<file path="src/source/rv32i_pkg.sv">
package rv32i_pkg;

    // ****************************************
    // sizes
    // ****************************************
    localparam int XLEN       = 32;
    localparam int NUM_REGS   = 32;
    localparam int REG_AW     = 5;
    localparam int DMEM_WORDS = 64;
    localparam int DMEM_AW    = 6;
    localparam logic [XLEN-1:0] RESET_PC = 32'h0000_0000;

    // ****************************************
    // encodings
    // ****************************************
    typedef enum logic [6:0] {
        MAJ_LUI    = 7'b0110111,
        MAJ_AUIPC  = 7'b0010111,
        MAJ_JAL    = 7'b1101111,
        MAJ_JALR   = 7'b1100111,
        MAJ_BRANCH = 7'b1100011,
        MAJ_LOAD   = 7'b0000011,
        MAJ_STORE  = 7'b0100011,
        MAJ_OP_IMM = 7'b0010011,
        MAJ_OP     = 7'b0110011
    } rv_major_t;

    // register and immediate forms share the ALU codes, use_imm tells them apart
    typedef enum logic [4:0] {
        OP_ADD, OP_SUB, OP_AND, OP_OR, OP_XOR,
        OP_SLL, OP_SRL, OP_SRA, OP_SLT, OP_SLTU,
        OP_LUI, OP_AUIPC, OP_JAL, OP_JALR,
        OP_BEQ, OP_BNE, OP_BLT, OP_BGE, OP_BLTU, OP_BGEU,
        OP_LB, OP_LH, OP_LW, OP_LBU, OP_LHU,
        OP_SB, OP_SH, OP_SW,
        OP_ILLEGAL
    } rv_op_t;

    typedef struct packed {
        logic              valid;
        rv_op_t            op;
        logic              use_imm;
        logic [REG_AW-1:0] rs1;
        logic [REG_AW-1:0] rs2;
        logic [REG_AW-1:0] rd;
        logic [XLEN-1:0]   imm;
    } dec_instr_t;

    typedef struct packed {
        logic              illegal;
        logic [XLEN-1:0]   pc;
        logic [XLEN-1:0]   next_pc;
        logic [REG_AW-1:0] rd;      // zero when nothing is written
        logic [XLEN-1:0]   wdata;
        logic              mem_we;
    } retire_t;

endpackage
</file>
<file path="src/source/rv32i_regfile.sv">
`timescale 1ns/100ps

module rv32i_regfile import rv32i_pkg::*; (
    input  logic              clk,
    input  logic              rst_n,
    input  logic [REG_AW-1:0] rs1,
    input  logic [REG_AW-1:0] rs2,
    output logic [XLEN-1:0]   rs1_data,
    output logic [XLEN-1:0]   rs2_data,
    input  logic              we,
    input  logic [REG_AW-1:0] waddr,
    input  logic [XLEN-1:0]   wdata
);

    logic [XLEN-1:0] regs [NUM_REGS];  // x0 is cleared by reset and never written

    always_ff @(posedge clk or negedge rst_n) begin
        if (!rst_n) begin
            for (int i = 0; i < NUM_REGS; i++) begin
                regs[i] <= '0;
            end
        end else if (we && waddr != '0) begin
            regs[waddr] <= wdata;
        end
    end

    assign rs1_data = regs[rs1];
    assign rs2_data = regs[rs2];

    a_x0_zero: assert property (@(posedge clk) disable iff (!rst_n)
        (rs1 == '0) |-> (rs1_data == '0));

endmodule

</file>
<file path="config.mk">
export PLATFORM = sky130hd
export DESIGN_NAME = rv32i_regfile
export DESIGN_NICKNAME = d
export VERILOG_FILES = /design/src/source/rv32i_pkg.sv /design/src/source/rv32i_regfile.sv
export SDC_FILE = /design/constraint.sdc
export NUM_CORES = 2
export LEC_CHECK = 0
export BUFFER_PORTS_ARGS = -buffer_cell sky130_fd_sc_hd__buf_2
export CORE_MARGIN = 2
export CORE_UTILIZATION = 50
export CTS_BUF_LIST = sky130_fd_sc_hd__clkbuf_8
export DETAILED_ROUTE_END_ITERATION = 7
export MAX_ROUTING_LAYER = met4
export PLACE_DENSITY = 0.66
export SLEW_MARGIN = 20
export SYNTH_ARGS = -nofsm -noshare
export SYNTH_HDL_FRONTEND = slang
export SYNTH_SLANG_ARGS = --single-unit
</file>
<file path="constraint.sdc">
create_clock -name clk -period 3.44 [get_ports clk]
set_input_delay 0.172 -clock clk [delete_from_list [all_inputs] [get_ports clk]]
set_output_delay 0.172 -clock clk [all_outputs]
set_load 0.01 [all_outputs]
</file>
==> results.json <==
{
  "outcome": "completed",
  "power.leakage_nw": 29.5,
  "final_cell_count_no_fill": 6237,
  "largest_register": "regs",
  "worstMarginPinSlew_ns": 1.06,
  "start_util": 0.505,
  "io_buffer_count": 113,
  "largest_reg_flops": 1024,
  "clk_path_buf_depth": 3,
  "grt-ovfl-total": 0,
  "cap_viol_max_count": 0,
  "required_ns": 3.27,
  "timing.fmax_mhz": 357,
  "synth-simple-area-share": 0.0439,
  "crit_fanout": 3,
  "power_mw": 33.9,
  "cts_sinks": 1024,
  "cp-startpoint": "regs[907]",
  "synth_top_area_cell": "dfrtp_1",
  "antenna_found_initial": 6,
  "holdCritPathClass": "in2async",
  "seqPwrFrac": 0.475,
  "grt_max_degree": 111,
  "pin_count": 114,
  "synthesis.nets": 4651,
  "die_x_um": 338,
  "relSlewSlack": 0.293,
  "rr_startpoint": "regs[579]",
  "final_nets": 4674,
  "pwr-share-comb": 0.202,
  "synthMuxAreaShare": 0.383,
  "ant_nets": 0,
  "finalSetupViolCount": 0,
  "reg_top3": "regs: 1024 flops",
  "routed_via_density": 6.32,
  "cts_made_buffers": 173,
  "rsz0062_at_grt": "no",
  "pwr-share-clk": 0.323,
  "critPathTopFamily": "compound AO/OA/AOI/OAI gates",
  "drc": 0,
  "synth.distinct_cells": 28,
  "dp.cells": 5898,
  "fin_crit_sh": 0.814,
  "cp_cell_sequence": "mux2i_1 -> a22o_1 -> nor3_1 -> a31oi_1 -> nand3_1 -> buf_2",
  "period_minus_slack_ns": 2.80,
  "arrival_ns": 2.63,
  "hold_slack_ns": 0.0610,
  "yosysWarnings": 0,
  "cts_max_level": 4,
  "grt_pass1_wl_mm": 262,
  "maxSlewViolCount": 0,
  "wl_per_cell_um": 28.0,
  "hold_viol": 0,
  "swShare": 0.298,
  "p_per_area_nw_per_um2": 547,
  "seq_area_frac_synth": 0.458,
  "synth_top_area_frac": 0.458,
  "cp_num_buf_inv": 1,
  "critical_path.slowest_cell": "a31oi_1",
  "clk-insertion-delay-late_ns": 0.87,
  "yosys-top-cells-area": "dfrtp_1 (46%), mux2_2 (19%), mux2i_1 (18%)",
  "synth_xor_xnor_area_share": 0,
  "grt_pass1_vias": 39800,
  "synth_top_family_by_area": "multiplexers",
  "max_stage_delay_ns": 0.55,
  "synthCells": 4601,
  "clock_skew_ns": 0,
  "drt_iter0_markers": 3194,
  "synth_seq_cells": 1024,
  "coreArea_um2": 111000,
  "synth_compound_area_frac": 0.0701,
  "regToRegSetupSlack_ns": 2.60,
  "p_int_mw": 23.8,
  "finalWirelength_mm": 175,
  "critPathCaptureType": "output port",
  "drive_gt1_frac": 0.322,
  "r2r-end": "regs[579]",
  "timing_worst_setup_path_type": "reg2out",
  "cp-start-kind": "register",
  "drt-pass1-iter-count": 5,
  "die_area_um2": 115000,
  "syn-cell-area_um2": 55900,
  "p_sw_mw": 10.1,
  "n_fill_cell": 9445,
  "synth_area_per_cell_um2": 12.2,
  "synthAdderAreaFrac": 0,
  "core.rowCount": 122,
  "die_h_um": 338,
  "final_util": 0.558,
  "syn2layout_area_growth_pct": 10.6,
  "grtUsageTotal": 0.310,
  "gp_congestion": 0.866,
  "hpwl_mm": 103,
  "cts_resized": 0,
  "vias": 39400,
  "clk_pin_slew_worst_paths_ns": 0.06,
  "fin_setup_tns_ns": 0,
  "cts_root_buf": "clkbuf_8",
  "cts_tree": "yes",
  "ir_worst_vdd_mv": 0.394,
  "r2r_cells": 1
}
power by group through the flow:
stage	combinational, mW	clock (mW)	sequential (mW)
6_report	6.84	10.9	16.1
3_5_place_dp	6.76	0	16.2
5_1_grt	7.43	11.7	16.4
4_1_cts	6.83	11.1	16.0
2_1_floorplan	5.06	0	15.7
3_3_place_gp	6.62	0	16.1
cell usage in the layout, fill, tap and decap left out, types with 17 or more instances in the layout:
cell type and count:
mux2i_1 1024, nor2_4 18, inv_1 54, nand3_1 194, nand2_2 17, a21oi_1 192
a31oi_1 64, a22o_1 128, buf_12 64, nand2_1 193, a22oi_1 192, dlygate4sd3_1 38
mux2_2 953, clkbuf_8 209, buf_2 110, nor3_1 65, mux2_1 39, dfrtp_1 1024
buf_4 105
worst max path at each step:
stage,end,slack [ns],depth (start not counted)
after floorplan,rs1_data[11],1.85,8
after global placement,rs1_data[18],0.71,8
after detailed placement,rs1_data[18],0.73,8
after CTS,rs2_data[11],0.70,6
after global routing,rs2_data[11],0.61,6
final,rs2_data[11],0.64,6
cells by family (layout without fill, tap and decap cells):
| kind of cell | count (synthesis) | in the layout |
|---|---|---|
| AO/OA/AOI/OAI | 576 | 576 |
| buffers and inverters | 473 | 615 |
| flip-flops | 1024 | 1024 |
| multiplexers | 2016 | 2016 |
| other | 0 | 6 |
| AND/OR/NAND/NOR | 512 | 512 |
layer usage:
| layer | wire length (µm) | track usage |
|---|---|---|
| met1 | 77100 | 0.419 |
| met3 | 10900 | 0.0494 |
| met5 | 0 | - |
| met2 | 81300 | 0.474 |
| met4 | 5550 | 0.109 |
what timing repair did:
item	4_1_cts	5_1_grt
buffers inserted	0	0
endpoints found under the setup margin	0	0
endpoints found under the hold margin	1690	0
hold buffers	39	0
through the flow:
step / setup slack [ns] / area (µm²)
after floorplan: 1.85 / 55900
after global placement: 0.709 / 58100
after detailed placement: 0.729 / 58100
after CTS: 0.695 / 61900
after global routing: 0.608 / 61900
final: 0.642 / 61900
area by class of cell:
| cell class | count | area [µm²] | area share |
|---|---|---|---|
| Multi-Input combinational cell | 3104 | 27900 | 0.451 |
| Sequential cell | 1024 | 25600 | 0.414 |
| Timing Repair Buffer | 321 | 3070 | 0.0497 |
| Clock buffer | 209 | 2880 | 0.0465 |
| Tap cell | 1488 | 1860 | 0.0301 |
| Clock inverter | 85 | 528 | 0.00853 |
| Antenna cell | 6 | 15.0 | 0.000243 |
synth_stat cells:
master / instances
dfrtp_1: 1024
mux2i_1: 1024
mux2_2: 953
clkbuf_1: 224
nand2_1: 210
nand3_1: 194
a21oi_1: 192
a22oi_1: 192
a22o_1: 128
buf_2: 111
nor3_1: 65
a31oi_1: 64
buf_4: 64
buf_6: 48
mux2_1: 39
buf_1: 26
nor2_4: 16
nand2b_1: 4
nand3b_1: 4
nor2b_1: 4
nor2_1: 3
nor3b_2: 3
or2_2: 3
and2_1: 2
and3_1: 1
and3b_1: 1
nor3b_1: 1
or3b_4: 1
worst min-delay path: stages:
cell           delay, ns
dlygate4sd3_1       0.57
buf_8               0.27
buf_4               0.26
Note: power is estimated with default switching activity, not from simulation.
