### src/source/rv32i_pkg.sv
package rv32i_pkg;

    // ****************************************
    // sizes
    // ****************************************
    localparam int XLEN       = 32;
    localparam int NUM_REGS   = 32;
    localparam int REG_AW     = 5;
    localparam int DMEM_WORDS = 64;
    localparam int DMEM_AW    = 6;
    localparam logic [XLEN-1:0] RESET_PC = 32'h0000_0000;

    // ****************************************
    // encodings
    // ****************************************
    typedef enum logic [6:0] {
        MAJ_LUI    = 7'b0110111,
        MAJ_AUIPC  = 7'b0010111,
        MAJ_JAL    = 7'b1101111,
        MAJ_JALR   = 7'b1100111,
        MAJ_BRANCH = 7'b1100011,
        MAJ_LOAD   = 7'b0000011,
        MAJ_STORE  = 7'b0100011,
        MAJ_OP_IMM = 7'b0010011,
        MAJ_OP     = 7'b0110011
    } rv_major_t;

    // register and immediate forms share the ALU codes, use_imm tells them apart
    typedef enum logic [4:0] {
        OP_ADD, OP_SUB, OP_AND, OP_OR, OP_XOR,
        OP_SLL, OP_SRL, OP_SRA, OP_SLT, OP_SLTU,
        OP_LUI, OP_AUIPC, OP_JAL, OP_JALR,
        OP_BEQ, OP_BNE, OP_BLT, OP_BGE, OP_BLTU, OP_BGEU,
        OP_LB, OP_LH, OP_LW, OP_LBU, OP_LHU,
        OP_SB, OP_SH, OP_SW,
        OP_ILLEGAL
    } rv_op_t;

    typedef struct packed {
        logic              valid;
        rv_op_t            op;
        logic              use_imm;
        logic [REG_AW-1:0] rs1;
        logic [REG_AW-1:0] rs2;
        logic [REG_AW-1:0] rd;
        logic [XLEN-1:0]   imm;
    } dec_instr_t;

    typedef struct packed {
        logic              illegal;
        logic [XLEN-1:0]   pc;
        logic [XLEN-1:0]   next_pc;
        logic [REG_AW-1:0] rd;      // zero when nothing is written
        logic [XLEN-1:0]   wdata;
        logic              mem_we;
    } retire_t;

endpackage
### src/source/rv32i_decoder.sv
`timescale 1ns/100ps

module rv32i_decoder import rv32i_pkg::*; (
    input  logic            clk,
    input  logic            rst_n,
    input  logic            instr_valid,
    input  logic [XLEN-1:0] instr,
    output dec_instr_t      dec
);

    logic [2:0]        f3;
    logic [6:0]        f7;
    logic [XLEN-1:0]   imm_i;
    logic [XLEN-1:0]   imm_s;
    logic [XLEN-1:0]   imm_b;
    logic [XLEN-1:0]   imm_u;
    logic [XLEN-1:0]   imm_j;
    logic [XLEN-1:0]   shamt;
    dec_instr_t        nxt;

    assign f3    = instr[14:12];
    assign f7    = instr[31:25];
    assign imm_i = {{20{instr[31]}}, instr[31:20]};
    assign imm_s = {{20{instr[31]}}, instr[31:25], instr[11:7]};
    assign imm_b = {{19{instr[31]}}, instr[31], instr[7], instr[30:25], instr[11:8], 1'b0};
    assign imm_u = {instr[31:12], 12'b0};
    assign imm_j = {{11{instr[31]}}, instr[31], instr[19:12], instr[20], instr[30:21], 1'b0};
    assign shamt = {27'b0, instr[24:20]};

    // ****************************************
    // opcode and immediate selection
    // ****************************************
    always_comb begin
        nxt       = '0;
        nxt.valid = 1'b1;
        nxt.op    = OP_ILLEGAL;
        case (instr[6:0])
            MAJ_LUI, MAJ_AUIPC: begin
                nxt.op      = (instr[6:0] == MAJ_LUI) ? OP_LUI : OP_AUIPC;
                nxt.rd      = instr[11:7];
                nxt.use_imm = 1'b1;
                nxt.imm     = imm_u;
            end
            MAJ_JAL: begin
                nxt.op      = OP_JAL;
                nxt.rd      = instr[11:7];
                nxt.use_imm = 1'b1;
                nxt.imm     = imm_j;
            end
            MAJ_JALR: begin
                if (f3 == 3'b000) nxt.op = OP_JALR;
                nxt.rs1     = instr[19:15];
                nxt.rd      = instr[11:7];
                nxt.use_imm = 1'b1;
                nxt.imm     = imm_i;
            end
            MAJ_BRANCH: begin
                case (f3)
                    3'b000:  nxt.op = OP_BEQ;
                    3'b001:  nxt.op = OP_BNE;
                    3'b100:  nxt.op = OP_BLT;
                    3'b101:  nxt.op = OP_BGE;
                    3'b110:  nxt.op = OP_BLTU;
                    3'b111:  nxt.op = OP_BGEU;
                    default: nxt.op = OP_ILLEGAL;
                endcase
                nxt.rs1 = instr[19:15];
                nxt.rs2 = instr[24:20];
                nxt.imm = imm_b;           // compared on registers, imm only feeds the target
            end
            MAJ_LOAD: begin
                case (f3)
                    3'b000:  nxt.op = OP_LB;
                    3'b001:  nxt.op = OP_LH;
                    3'b010:  nxt.op = OP_LW;
                    3'b100:  nxt.op = OP_LBU;
                    3'b101:  nxt.op = OP_LHU;
                    default: nxt.op = OP_ILLEGAL;
                endcase
                nxt.rs1     = instr[19:15];
                nxt.rd      = instr[11:7];
                nxt.use_imm = 1'b1;
                nxt.imm     = imm_i;
            end
            MAJ_STORE: begin
                case (f3)
                    3'b000:  nxt.op = OP_SB;
                    3'b001:  nxt.op = OP_SH;
                    3'b010:  nxt.op = OP_SW;
                    default: nxt.op = OP_ILLEGAL;
                endcase
                nxt.rs1     = instr[19:15];
                nxt.rs2     = instr[24:20];
                nxt.use_imm = 1'b1;
                nxt.imm     = imm_s;
            end
            MAJ_OP_IMM: begin
                nxt.rs1     = instr[19:15];
                nxt.rd      = instr[11:7];
                nxt.use_imm = 1'b1;
                nxt.imm     = imm_i;
                case (f3)
                    3'b000: nxt.op = OP_ADD;
                    3'b010: nxt.op = OP_SLT;
                    3'b011: nxt.op = OP_SLTU;
                    3'b100: nxt.op = OP_XOR;
                    3'b110: nxt.op = OP_OR;
                    3'b111: nxt.op = OP_AND;
                    3'b001: begin
                        if (f7 == 7'b0000000) nxt.op = OP_SLL;
                        nxt.imm = shamt;
                    end
                    default: begin
                        if (f7 == 7'b0000000) nxt.op = OP_SRL;
                        else if (f7 == 7'b0100000) nxt.op = OP_SRA;
                        nxt.imm = shamt;   // bit 30 only picks the shift kind
                    end
                endcase
            end
            MAJ_OP: begin
                nxt.rs1 = instr[19:15];
                nxt.rs2 = instr[24:20];
                nxt.rd  = instr[11:7];
                if (f7 == 7'b0000000) begin
                    case (f3)
                        3'b000:  nxt.op = OP_ADD;
                        3'b001:  nxt.op = OP_SLL;
                        3'b010:  nxt.op = OP_SLT;
                        3'b011:  nxt.op = OP_SLTU;
                        3'b100:  nxt.op = OP_XOR;
                        3'b101:  nxt.op = OP_SRL;
                        3'b110:  nxt.op = OP_OR;
                        default: nxt.op = OP_AND;
                    endcase
                end else if (f7 == 7'b0100000) begin
                    if (f3 == 3'b000) nxt.op = OP_SUB;
                    else if (f3 == 3'b101) nxt.op = OP_SRA;
                end
            end
            default: nxt.op = OP_ILLEGAL;
        endcase
        if (nxt.op == OP_ILLEGAL) begin    // an illegal instruction carries no fields
            nxt       = '0;
            nxt.valid = 1'b1;
            nxt.op    = OP_ILLEGAL;
        end
    end

    always_ff @(posedge clk or negedge rst_n) begin
        if (!rst_n) begin
            dec <= '0;
        end else if (instr_valid) begin
            dec <= nxt;
        end else begin
            dec.valid <= 1'b0;
        end
    end

    a_dec_one_cycle: assert property (@(posedge clk) disable iff (!rst_n)
        dec.valid == $past(instr_valid));

endmodule

### config.mk
export PLATFORM = sky130hd
export DESIGN_NAME = rv32i_decoder
export DESIGN_NICKNAME = d
export VERILOG_FILES = /design/src/source/rv32i_pkg.sv /design/src/source/rv32i_decoder.sv
export SDC_FILE = /design/constraint.sdc
export NUM_CORES = 1
export LEC_CHECK = 0
export ABC_AREA = 0
export BUFFER_PORTS_ARGS = -buffer_cell sky130_fd_sc_hd__buf_4
export CAP_MARGIN = 20
export CORE_UTILIZATION = 55
export CTS_BUF_LIST = sky130_fd_sc_hd__clkbuf_4 sky130_fd_sc_hd__clkbuf_8 sky130_fd_sc_hd__clkbuf_16
export DETAILED_ROUTE_END_ITERATION = 6
export PLACE_DENSITY = 0.94
export SLEW_MARGIN = 20
export SYNTH_ARGS = -nofsm -noshare
export SYNTH_HDL_FRONTEND = slang
export SYNTH_SLANG_ARGS = --single-unit
### constraint.sdc
create_clock -name clk -period 2.2 [get_ports clk]
set_input_delay 0.22 -clock clk [delete_from_list [all_inputs] [get_ports clk]]
set_output_delay 0.22 -clock clk [all_outputs]
set_load 0.05 [all_outputs]
==> results of run 1 <==
-- worst min-delay path by stage --
| stage | startpoint | to | slack, ns | cells after the start |
|---|---|---|---|---|
| floorplan | rst_n | dec[0] | -0.08 | 0 |
| global placement | rst_n | dec[53] | 0.29 | 1 |
| detailed placement | rst_n | dec[53] | 0.29 | 1 |
| CTS | instr[9] | dec[34] | 0.16 | 3 |
| global route | instr[9] | dec[34] | 0.15 | 3 |
| finish | instr[9] | dec[34] | 0.17 | 3 |
-- repair_timing --
| item | in CTS | in global routing |
|---|---|---|
| hold buffers | 1 | 0 |
| endpoints found under the hold margin | 54 | 0 |
| gates resized for setup | 0 | 1 |
| endpoints found under the setup margin | 0 | 14 |
-- per-stage QoR --
step / total power [mW] / hold slack [ns]
global route: 2.05 / 0.152
CTS: 1.97 / 0.163
detailed placement: 1.38 / 0.292
finish: 1.99 / 0.168
floorplan: 1.21 / -0.0756
global placement: 1.37 / 0.286
-- critical path: stages --
cell	delay [ns]
buf_4	0.15
inv_4	0.06
o2111a_1	0.27
a32o_1	0.24
a2111o_1	0.40
or4_1	0.67
a41o_1	0.27
-- cell usage after synthesis (all sizes together), types with 3 or more instances --
master  number
a31oi        6
nor2b        9
a22oi        4
o22ai       39
and2         3
o32ai        5
nand2b       3
nand2       22
dfrtp       54
clkbuf      13
inv         47
nand3       16
nor2        16
a41o         6
nand4        3
xnor2        3
a21oi       29
buf         16
o21ai       10
nor4         6
nor3         7
-- area by class of cell --
class,instances,area (um^2),share of cell area
multi-input cells,221,1420,0.340
flip-flops and latches,54,1350,0.323
repair buffers,137,1040,0.249
inverters,47,179,0.0428
well taps,70,87.6,0.0209
clock buffers,5,68.8,0.0165
clock inverters,3,28.8,0.00688
-- cells by family (layout without fill, tap and decap cells) --
family | Yosys count | in the layout | synth area share
simple gates | 95 | 95 | 0.170
flops | 54 | 54 | 0.442
buf+inv | 76 | 192 | 0.102
xor+xnor | 4 | 4 | 0.0115
mux | 2 | 2 | 0.00736
compound gates | 120 | 120 | 0.267
-- metal layers --
| layer | wire (um) | global-route usage | up-vias |
|---|---|---|---|
| met1 | 3790 | 0.435 | 1599 |
| li1 | - | - | 1495 |
| met5 | 0 | 0 | - |
| met3 | 1150 | 0.0946 | 75 |
| met4 | 509 | 0.204 | 0 |
| met2 | 4660 | 0.559 | 311 |
-- power by group --
group          total [mW]  leakage, nW  switching (mW)  internal (mW)
Combinational       0.373         1.17           0.228          0.146
Clock               0.614       0.0502           0.376          0.237
Sequential           1.00        0.736         0.00426          0.999
Total                1.99         1.96           0.608           1.38
==> run metrics, run 1 <==
leakage power 1.96 nW; DR vias 3480; Post-CTS Setup Bufs 0; Hold Crit Class in2reg; setup TNS 0 ns; Die Wd approximately 77 um; largest registers dec (54); Final #Nets 501; r2r endpoint dec[10]; share of layout cells above drive strength 1 0.343; Synth Net Count 386; worst setup path start instr[14]; Biggest register dec; Initial Utilization 0.584; leftover overflow at the end of global routing 0; post-layout util 0.799; Port Buffers 88; Netlist cell types a little under 60; r2r startpoint dec[10]; Boundary Pins 89; post-route setup slack 0.113 ns; commonest non-fill, non-tap cell in the layout buf_4; main area contributors after synthesis dfrtp_1 (44%), o22ai_1 (8.0%), inv_1 (5.6%), a21oi_1 (4.7%), nand2_1 (2.7%); Worst VDD drop 0.513 mV; CP endpoint kind flip-flop; vias in the first global route 3484; Setup Viol. Count Final 0; Post-Layout Cell Count 537; Placer Congestion 1.06; Seq/Total Area, Yosys 0.442; CP endpoint dec[10]; TritonCTS clock tree yes; P per Cell Area roughly 480 nW/um^2; worst skew pair latency 0.31 ns; first drt pass iteration count 6; Final Skew 0 ns; die height 76.6 um; DP Worst Slack -0.115 ns; Syn. warnings 0; Reg2Reg Setup Slack roughly 1.3 ns; Avg Inst Size Synth 8.71 um^2; DR WL/cell between 15 and 20 um; post-synth top area cell dfrtp_1; Tcrit/Tclk final 0.949; placed cell count 528; Tmin final 2.09 ns; WL final 10100 um; TritonCTS sink count 54; worst slew pin tran approximately 0.67 ns; Syn Inst Count 351; Max-slew headroom 0.546; share of flip-flops with an asynchronous set or reset 1.00; Iter 0 DRT Violations roughly 350; critical path class in2reg; first-pass GRT wire length 16300 um; DRC 0; Design Area, Final roughly 4200 um^2; Max Freq 479 MHz; Clock Tree Buf Depth 2; Yosys top cell area share 0.442; Worst setup SP type input pin; Crit Path Max Fanout 7; GRT Total Usage 0.353; Site Rows 26; Antenna Cells 0; flops & latches, synth 54; total CTS buffers 5; DPL Wire Length 7060 um; Final Hold Fails 0; core area about 5200 um^2; largest net degree at the start of global routing 55; Vias/cell 6.48; max-slew violations 0; status complete, no violations; max_cap viols 0; Placed Area 4070 um^2; RSZ-0062 raised after global routing no; full die area 5860 um^2; Largest register FFs 54; synth-to-layout area growth 36.8%; initial antenna violation count 0; Synth Flop Type dfrtp_1; r2r worst-path depth 2; Filler cells 329; CP arrival 2.29 ns; root buffer cell clkbuf_8; H-tree depth reported by CTS 2; Required @ worst endpoint 2.40 ns; final antenna-violating net count 0; number of synthesized flops with an enable pin 0; Mapped Area slightly above 3000 um^2; most frequent cells in the layout buf_4 (135), dfrtp_1 (54), inv_1 (46); clock-pin slew on the worst setup and hold paths between 0.1 and 0.15 ns
(Power assumes the default switching activity.)
==> run 2, diff against run 1 <==
MAX_ROUTING_LAYER = met4   (was unset)
SKIP_CTS_REPAIR_TIMING = 1   (was unset)
==> run 2 against run 1 <==
Sequential power about the same. Wire length grew 4.6%. Die area unchanged. Clock skew is the same. Global-route usage is 3.8 points higher. Flip-flop and latch count unchanged. Register-to-register slack is essentially flat. Critical path depth grew 4. Worst hold slack got worse by 0.011 ns. Critical path type unchanged. Critical endpoint is now dec[44]. Largest cell class unchanged. Highest routed layer unchanged.
==> run metrics, run 2 (synthesized netlist as in run 1, its figures left out) <==
GRT Total Usage 0.391 (+0.0375); CP arrival 2.40 ns (+0.11 ns); Storage cell area 1350 um^2 (unchanged); Iter 0 DRT Violations 593 (+70%); Boundary Pins 89 (unchanged); core area 5240 um^2 (unchanged); largest net degree at the start of global routing 55 (unchanged); placed cell count 528 (unchanged); first-pass GRT wire length 17000 um (+4.3%); max_cap viols 0 (unchanged); worst setup path start instr[26]; Vias/cell 6.50 (+0.23%); Required @ worst endpoint 2.41 ns (about the same); TritonCTS sink count 54 (unchanged); commonest non-fill, non-tap cell in the layout buf_4; Final Hold Fails 0 (unchanged); WL final 10600 um (+4.6%); worst slew pin tran 0.681 ns (+0.00747 ns); initial antenna violation count 0 (unchanged); vias in the first global route 3437 (-1.3%); DR vias 3488 (+0.23%); RSZ-0062 raised after global routing yes; Placed Area 4070 um^2 (unchanged); total CTS buffers 5 (unchanged); leakage power 1.97 nW (+0.27%); Worst setup SP type input pin; largest registers dec (54); P per Cell Area 499 nW/um^2 (+4.9%); multi-input logic area 1440 um^2 (+1.3%); Sw Pwr 0.615 mW (+1.0%); register share of total power 0.476 (-0.028); Final #Nets 501 (unchanged); max incr delay on CP 0.37 ns (-0.30 ns); Final Skew 0 ns (unchanged); leftover overflow at the end of global routing 0 (unchanged); Worst VDD drop 0.350 mV (-32%); Crit Path Max Fanout 6 (-1); Int Pwr 1.49 mW (+8.0%); share of layout cells above drive strength 1 0.347 (+0.00428); status complete, no violations; Placer Congestion 1.08 (+2.0%); Antenna Cells 0 (unchanged); Max Freq 457 MHz (-4.5%); DR WL/cell 19.7 um (+4.6%); Max-slew headroom 0.546 (about the same); max-slew violations 0 (unchanged); DPL Wire Length 7100 um (+0.62%); Tmin final 2.19 ns (+0.0991 ns); most frequent cells in the layout buf_4 (135), dfrtp_1 (54), inv_1 (46); first drt pass iteration count 5 (-1); die height 76.6 um (unchanged); clock share of power 0.343 (+0.035); combinational share of power 0.181 (-0.007); Biggest register dec; Clock Tree Buf Depth 2 (unchanged); H-tree depth reported by CTS 2 (unchanged); Initial Utilization 0.584 (unchanged); Port Buffers 88 (unchanged); CP max stage cell o32ai_1; clock-pin slew on the worst setup and hold paths 0.11 ns (about the same); DR WL met3 965 um (-16%); Post-Layout Cell Count 537 (unchanged); top layer used by detailed routing met4; Die Wd 76.6 um (unchanged); final antenna-violating net count 0 (unchanged); DRC 0 (unchanged); root buffer cell clkbuf_8; Design Area, Final 4220 um^2 (+0.93%); CP endpoint kind flip-flop; Largest register FFs 54 (unchanged); Site Rows 26 (unchanged); Worst Hold Depth 3 (unchanged); Setup Viol. Count Final 0 (unchanged); Hold Crit Class in2reg; synth-to-layout area growth 38.1%; worst skew pair latency 0.32 ns (about the same); Filler cells 318 (-3.3%); crit path cell chain buf_4, nor4_4, buf_12, nand2_1, nor2_1, nor3b_2, a2111o_1, buf_4, nor4_4, buf_4, o32ai_1; Hold Path Origin instr[9]; wl on met1 4020 um (+6.0%); Most common cell on crit path buf_4; Tcrit/Tclk final 0.994 (+0.0450); critical path class in2reg; r2r startpoint dec[9]; r2r worst-path depth 2 (unchanged); TritonCTS clock tree yes; switching part of the total 0.292 (-0.0140); metal2 WL 4990 um (+7.0%); full die area 5860 um^2 (unchanged)
[run 2: cell type report]
cell class	count	area share
clock inverter	3	0.0116
timing repair buffer	137	0.247
inverter	47	0.0424
multi-input combinational	221	0.342
clock buffer	5	0.0163
tap	70	0.0207
sequential	54	0.320
[run 2: stage by stage]
stage          hold slack, ns  total power [mW]  setup slack [ns]  utilization  TNS (ns)
3_3_place_gp            0.286              1.37           -0.0508        0.777     -1.34
5_1_grt                 0.152              2.16           -0.0672        0.806    -0.121
6_report                0.157              2.11            0.0137        0.806         0
4_1_cts               -0.0631              2.08            0.0336        0.799         0
3_5_place_dp            0.294              1.38            -0.143        0.777     -3.83
2_1_floorplan         -0.0756              1.21            0.0222            -         0
[run 2: final timing paths]
| check | endpoint | slack, ns |
|---|---|---|
| min in group asynchronous | dec[8] | 0.47 |
| max in group asynchronous | dec[1] | 1.28 |
| min | dec[34] | 0.16 |
| min reg2reg | dec[49] | 0.54 |
| max | dec[44] | 0.01 |
| max reg2reg | dec[9] | 1.31 |
[run 2: worst max-delay path: cells and delay by family]
family	cells	cell delay, ns
compound gates	2	0.55
buf+inv	4	0.62
simple gates	5	1.00
[run 2: power groups by stage]
stage / Clock (mW) / Combinational (mW) / Sequential (mW)
2_1_floorplan: 0 / 0.163 / 1.05
3_3_place_gp: 0 / 0.347 / 1.02
3_5_place_dp: 0 / 0.358 / 1.02
4_1_cts: 0.717 / 0.363 / 1.00
5_1_grt: 0.748 / 0.405 / 1.00
6_report: 0.723 / 0.381 / 1.00
[run 2: layer usage]
layer | up-vias | global-route usage
met3 | 58 | 0.0958
met4 | 0 | 0.225
met5 | - | -
met2 | 283 | 0.587
met1 | 1651 | 0.481
li1 | 1496 | -
==> run 3, diff against run 2 <==
ABC_CLOCK_PERIOD_IN_PS = 2200   (was unset)
RECOVER_POWER = 100   (was unset)
==> run 3 against run 2 <==
Critical endpoint unchanged. Combinational power decreased by 2%. Total power fell by 0.34%. Utilization shrank 3.9 points. First-iteration DRC count fell by 21%. Die area is the same. Global-route usage did not move. Cell count unchanged. Largest cell class unchanged. Wire length is 0.63% lower. Critical path type unchanged. Worst hold slack about the same. The run now ends with setup timing left. Final area decreased by 4.9%. Clock skew stayed put.
==> run metrics, run 3 (synthesized netlist as in run 1, its figures left out) <==
status finished, violations left; failing checks setup timing; CP endpoint kind flip-flop; root buffer cell clkbuf_8; Hold Crit Class in2reg; max_cap viols 0 (unchanged); Biggest register dec; Design Area, Final 4020 um^2 (-4.9%); DR WL/cell 19.6 um (-0.63%); Placer Congestion 1.08 (unchanged); initial antenna violation count 0 (unchanged); Worst VDD drop 0.348 mV (-0.68%); DPL Wire Length 7100 um (unchanged); GRT Total Usage 0.391 (unchanged); Initial Utilization 0.584 (unchanged); Site Rows 26 (unchanged); TritonCTS sink count 54 (unchanged); P per Cell Area 523 nW/um^2 (+4.8%); commonest non-fill, non-tap cell in the layout buf_4; WL final 10500 um (-0.63%); top layer used by detailed routing met4; core area 5240 um^2 (unchanged); leftover overflow at the end of global routing 0 (unchanged); Setup Viol. Count Final 1 (+1); leakage power 1.74 nW (-12%); full die area 5860 um^2 (unchanged); metal2 WL 4930 um (-1.1%); Antenna Cells 0 (unchanged); Reg2Reg Setup Slack 1.32 ns (about the same); DR WL met3 1070 um (+11%); H-tree depth reported by CTS 2 (unchanged); die height 76.6 um (unchanged); Die Wd 76.6 um (unchanged); vias in the first global route 3437 (unchanged); r2r worst-path depth 2 (unchanged); Boundary Pins 89 (unchanged); Port Buffers 88 (unchanged); Largest register FFs 54 (unchanged); DRC 0 (unchanged); worst skew pair latency 0.32 ns (about the same); RSZ-0062 raised after global routing yes; Vias/cell 6.57 (+1.1%); largest registers dec (54); Max Freq 449 MHz (-1.8%); Final Skew 0 ns (unchanged); synth-to-layout area growth 31.3%; r2r endpoint dec[9]; final antenna-violating net count 0 (unchanged); CP arrival 2.43 ns (+0.03 ns); post-route setup slack -0.0255 ns (-0.0392 ns); clock-pin slew on the worst setup and hold paths 0.11 ns (about the same); total CTS buffers 5 (unchanged); Final Hold Fails 0 (unchanged); Crit Path Max Fanout 6 (unchanged); largest net degree at the start of global routing 55 (unchanged); max-slew violations 0 (unchanged); most frequent cells in the layout buf_4 (80), dfrtp_1 (54), clkbuf_1 (54); worst slew pin tran 1.31 ns (+0.628 ns); Placed Area 4070 um^2 (unchanged); share of layout cells above drive strength 1 0.231 (-0.116); Final #Nets 501 (unchanged); Clock Tree Buf Depth 2 (unchanged); worst setup path start instr[26]; r2r startpoint dec[9]; Tcrit/Tclk final 1.01 (+0.0178); first-pass GRT wire length 17000 um (unchanged); TritonCTS clock tree yes; Hold WS 0.157 ns (-0.0000300 ns); Required @ worst endpoint 2.41 ns (about the same); Tmin final 2.23 ns (+0.0392 ns); CP endpoint dec[44]; Max-slew headroom 0.127 (-0.419); wl on met1 3870 um (-3.7%); DR vias 3527 (+1.1%); Iter 0 DRT Violations 470 (-21%); first drt pass iteration count 6 (+1); Filler cells 390 (+23%); critical path class in2reg; Worst setup SP type input pin
-- run 3: metal layers --
layer | GRT usage | up-vias
li1 | - | 1498
met1 | 0.481 | 1671
met2 | 0.587 | 288
met3 | 0.0958 | 70
met4 | 0.225 | 0
met5 | - | -
-- run 3: worst min-delay path by stage --
stage | to | start | slack [ns] | cells after the start
after floorplan | dec[0] | rst_n | -0.08 | 0
after global placement | dec[53] | rst_n | 0.29 | 1
after detailed placement | dec[28] | rst_n | 0.29 | 1
after CTS | dec[44] | rst_n | -0.06 | 1
after global routing | dec[34] | instr[9] | 0.15 | 3
final | dec[34] | instr[9] | 0.16 | 3
-- run 3: critical path, cell delays in order --
cell and delay, ns:
buf_4 0.12, nor4_4 0.32, buf_12 0.16, nand2_1 0.11, nor2_1 0.26, nor3b_2 0.27
a2111o_1 0.18, buf_4 0.18, nor4_4 0.06, buf_4 0.16, o32ai_1 0.38
-- run 3: report_power, final --
part           switching, mW  internal [mW]
combinational          0.235          0.139
sequential           0.00388          0.999
clock                  0.376          0.347
total                  0.614           1.49
-- run 3: final cells by class --
type | instances | area, um^2 | area share
multi-input cells | 221 | 1440 | 0.359
flip-flops and latches | 54 | 1350 | 0.336
repair buffers | 137 | 838 | 0.209
inverters | 47 | 179 | 0.0445
well taps | 70 | 87.6 | 0.0218
clock buffers | 5 | 68.8 | 0.0171
clock inverters | 3 | 48.8 | 0.0121
-- run 3: per-stage QoR --
| step | setup WS, ns | util | TNS, ns | power [mW] | instances |
|---|---|---|---|---|---|
| global placement | -0.0508 | 0.777 | -1.34 | 1.37 | 528 |
| global route | -0.0672 | 0.767 | -0.121 | 2.15 | 537 |
| finish | -0.0255 | 0.767 | -0.0255 | 2.10 | 537 |
| floorplan | 0.0222 | - | 0 | 1.21 | 351 |
| detailed placement | -0.143 | 0.777 | -3.83 | 1.38 | 528 |
| CTS | 0.0336 | 0.799 | 0 | 2.08 | 536 |
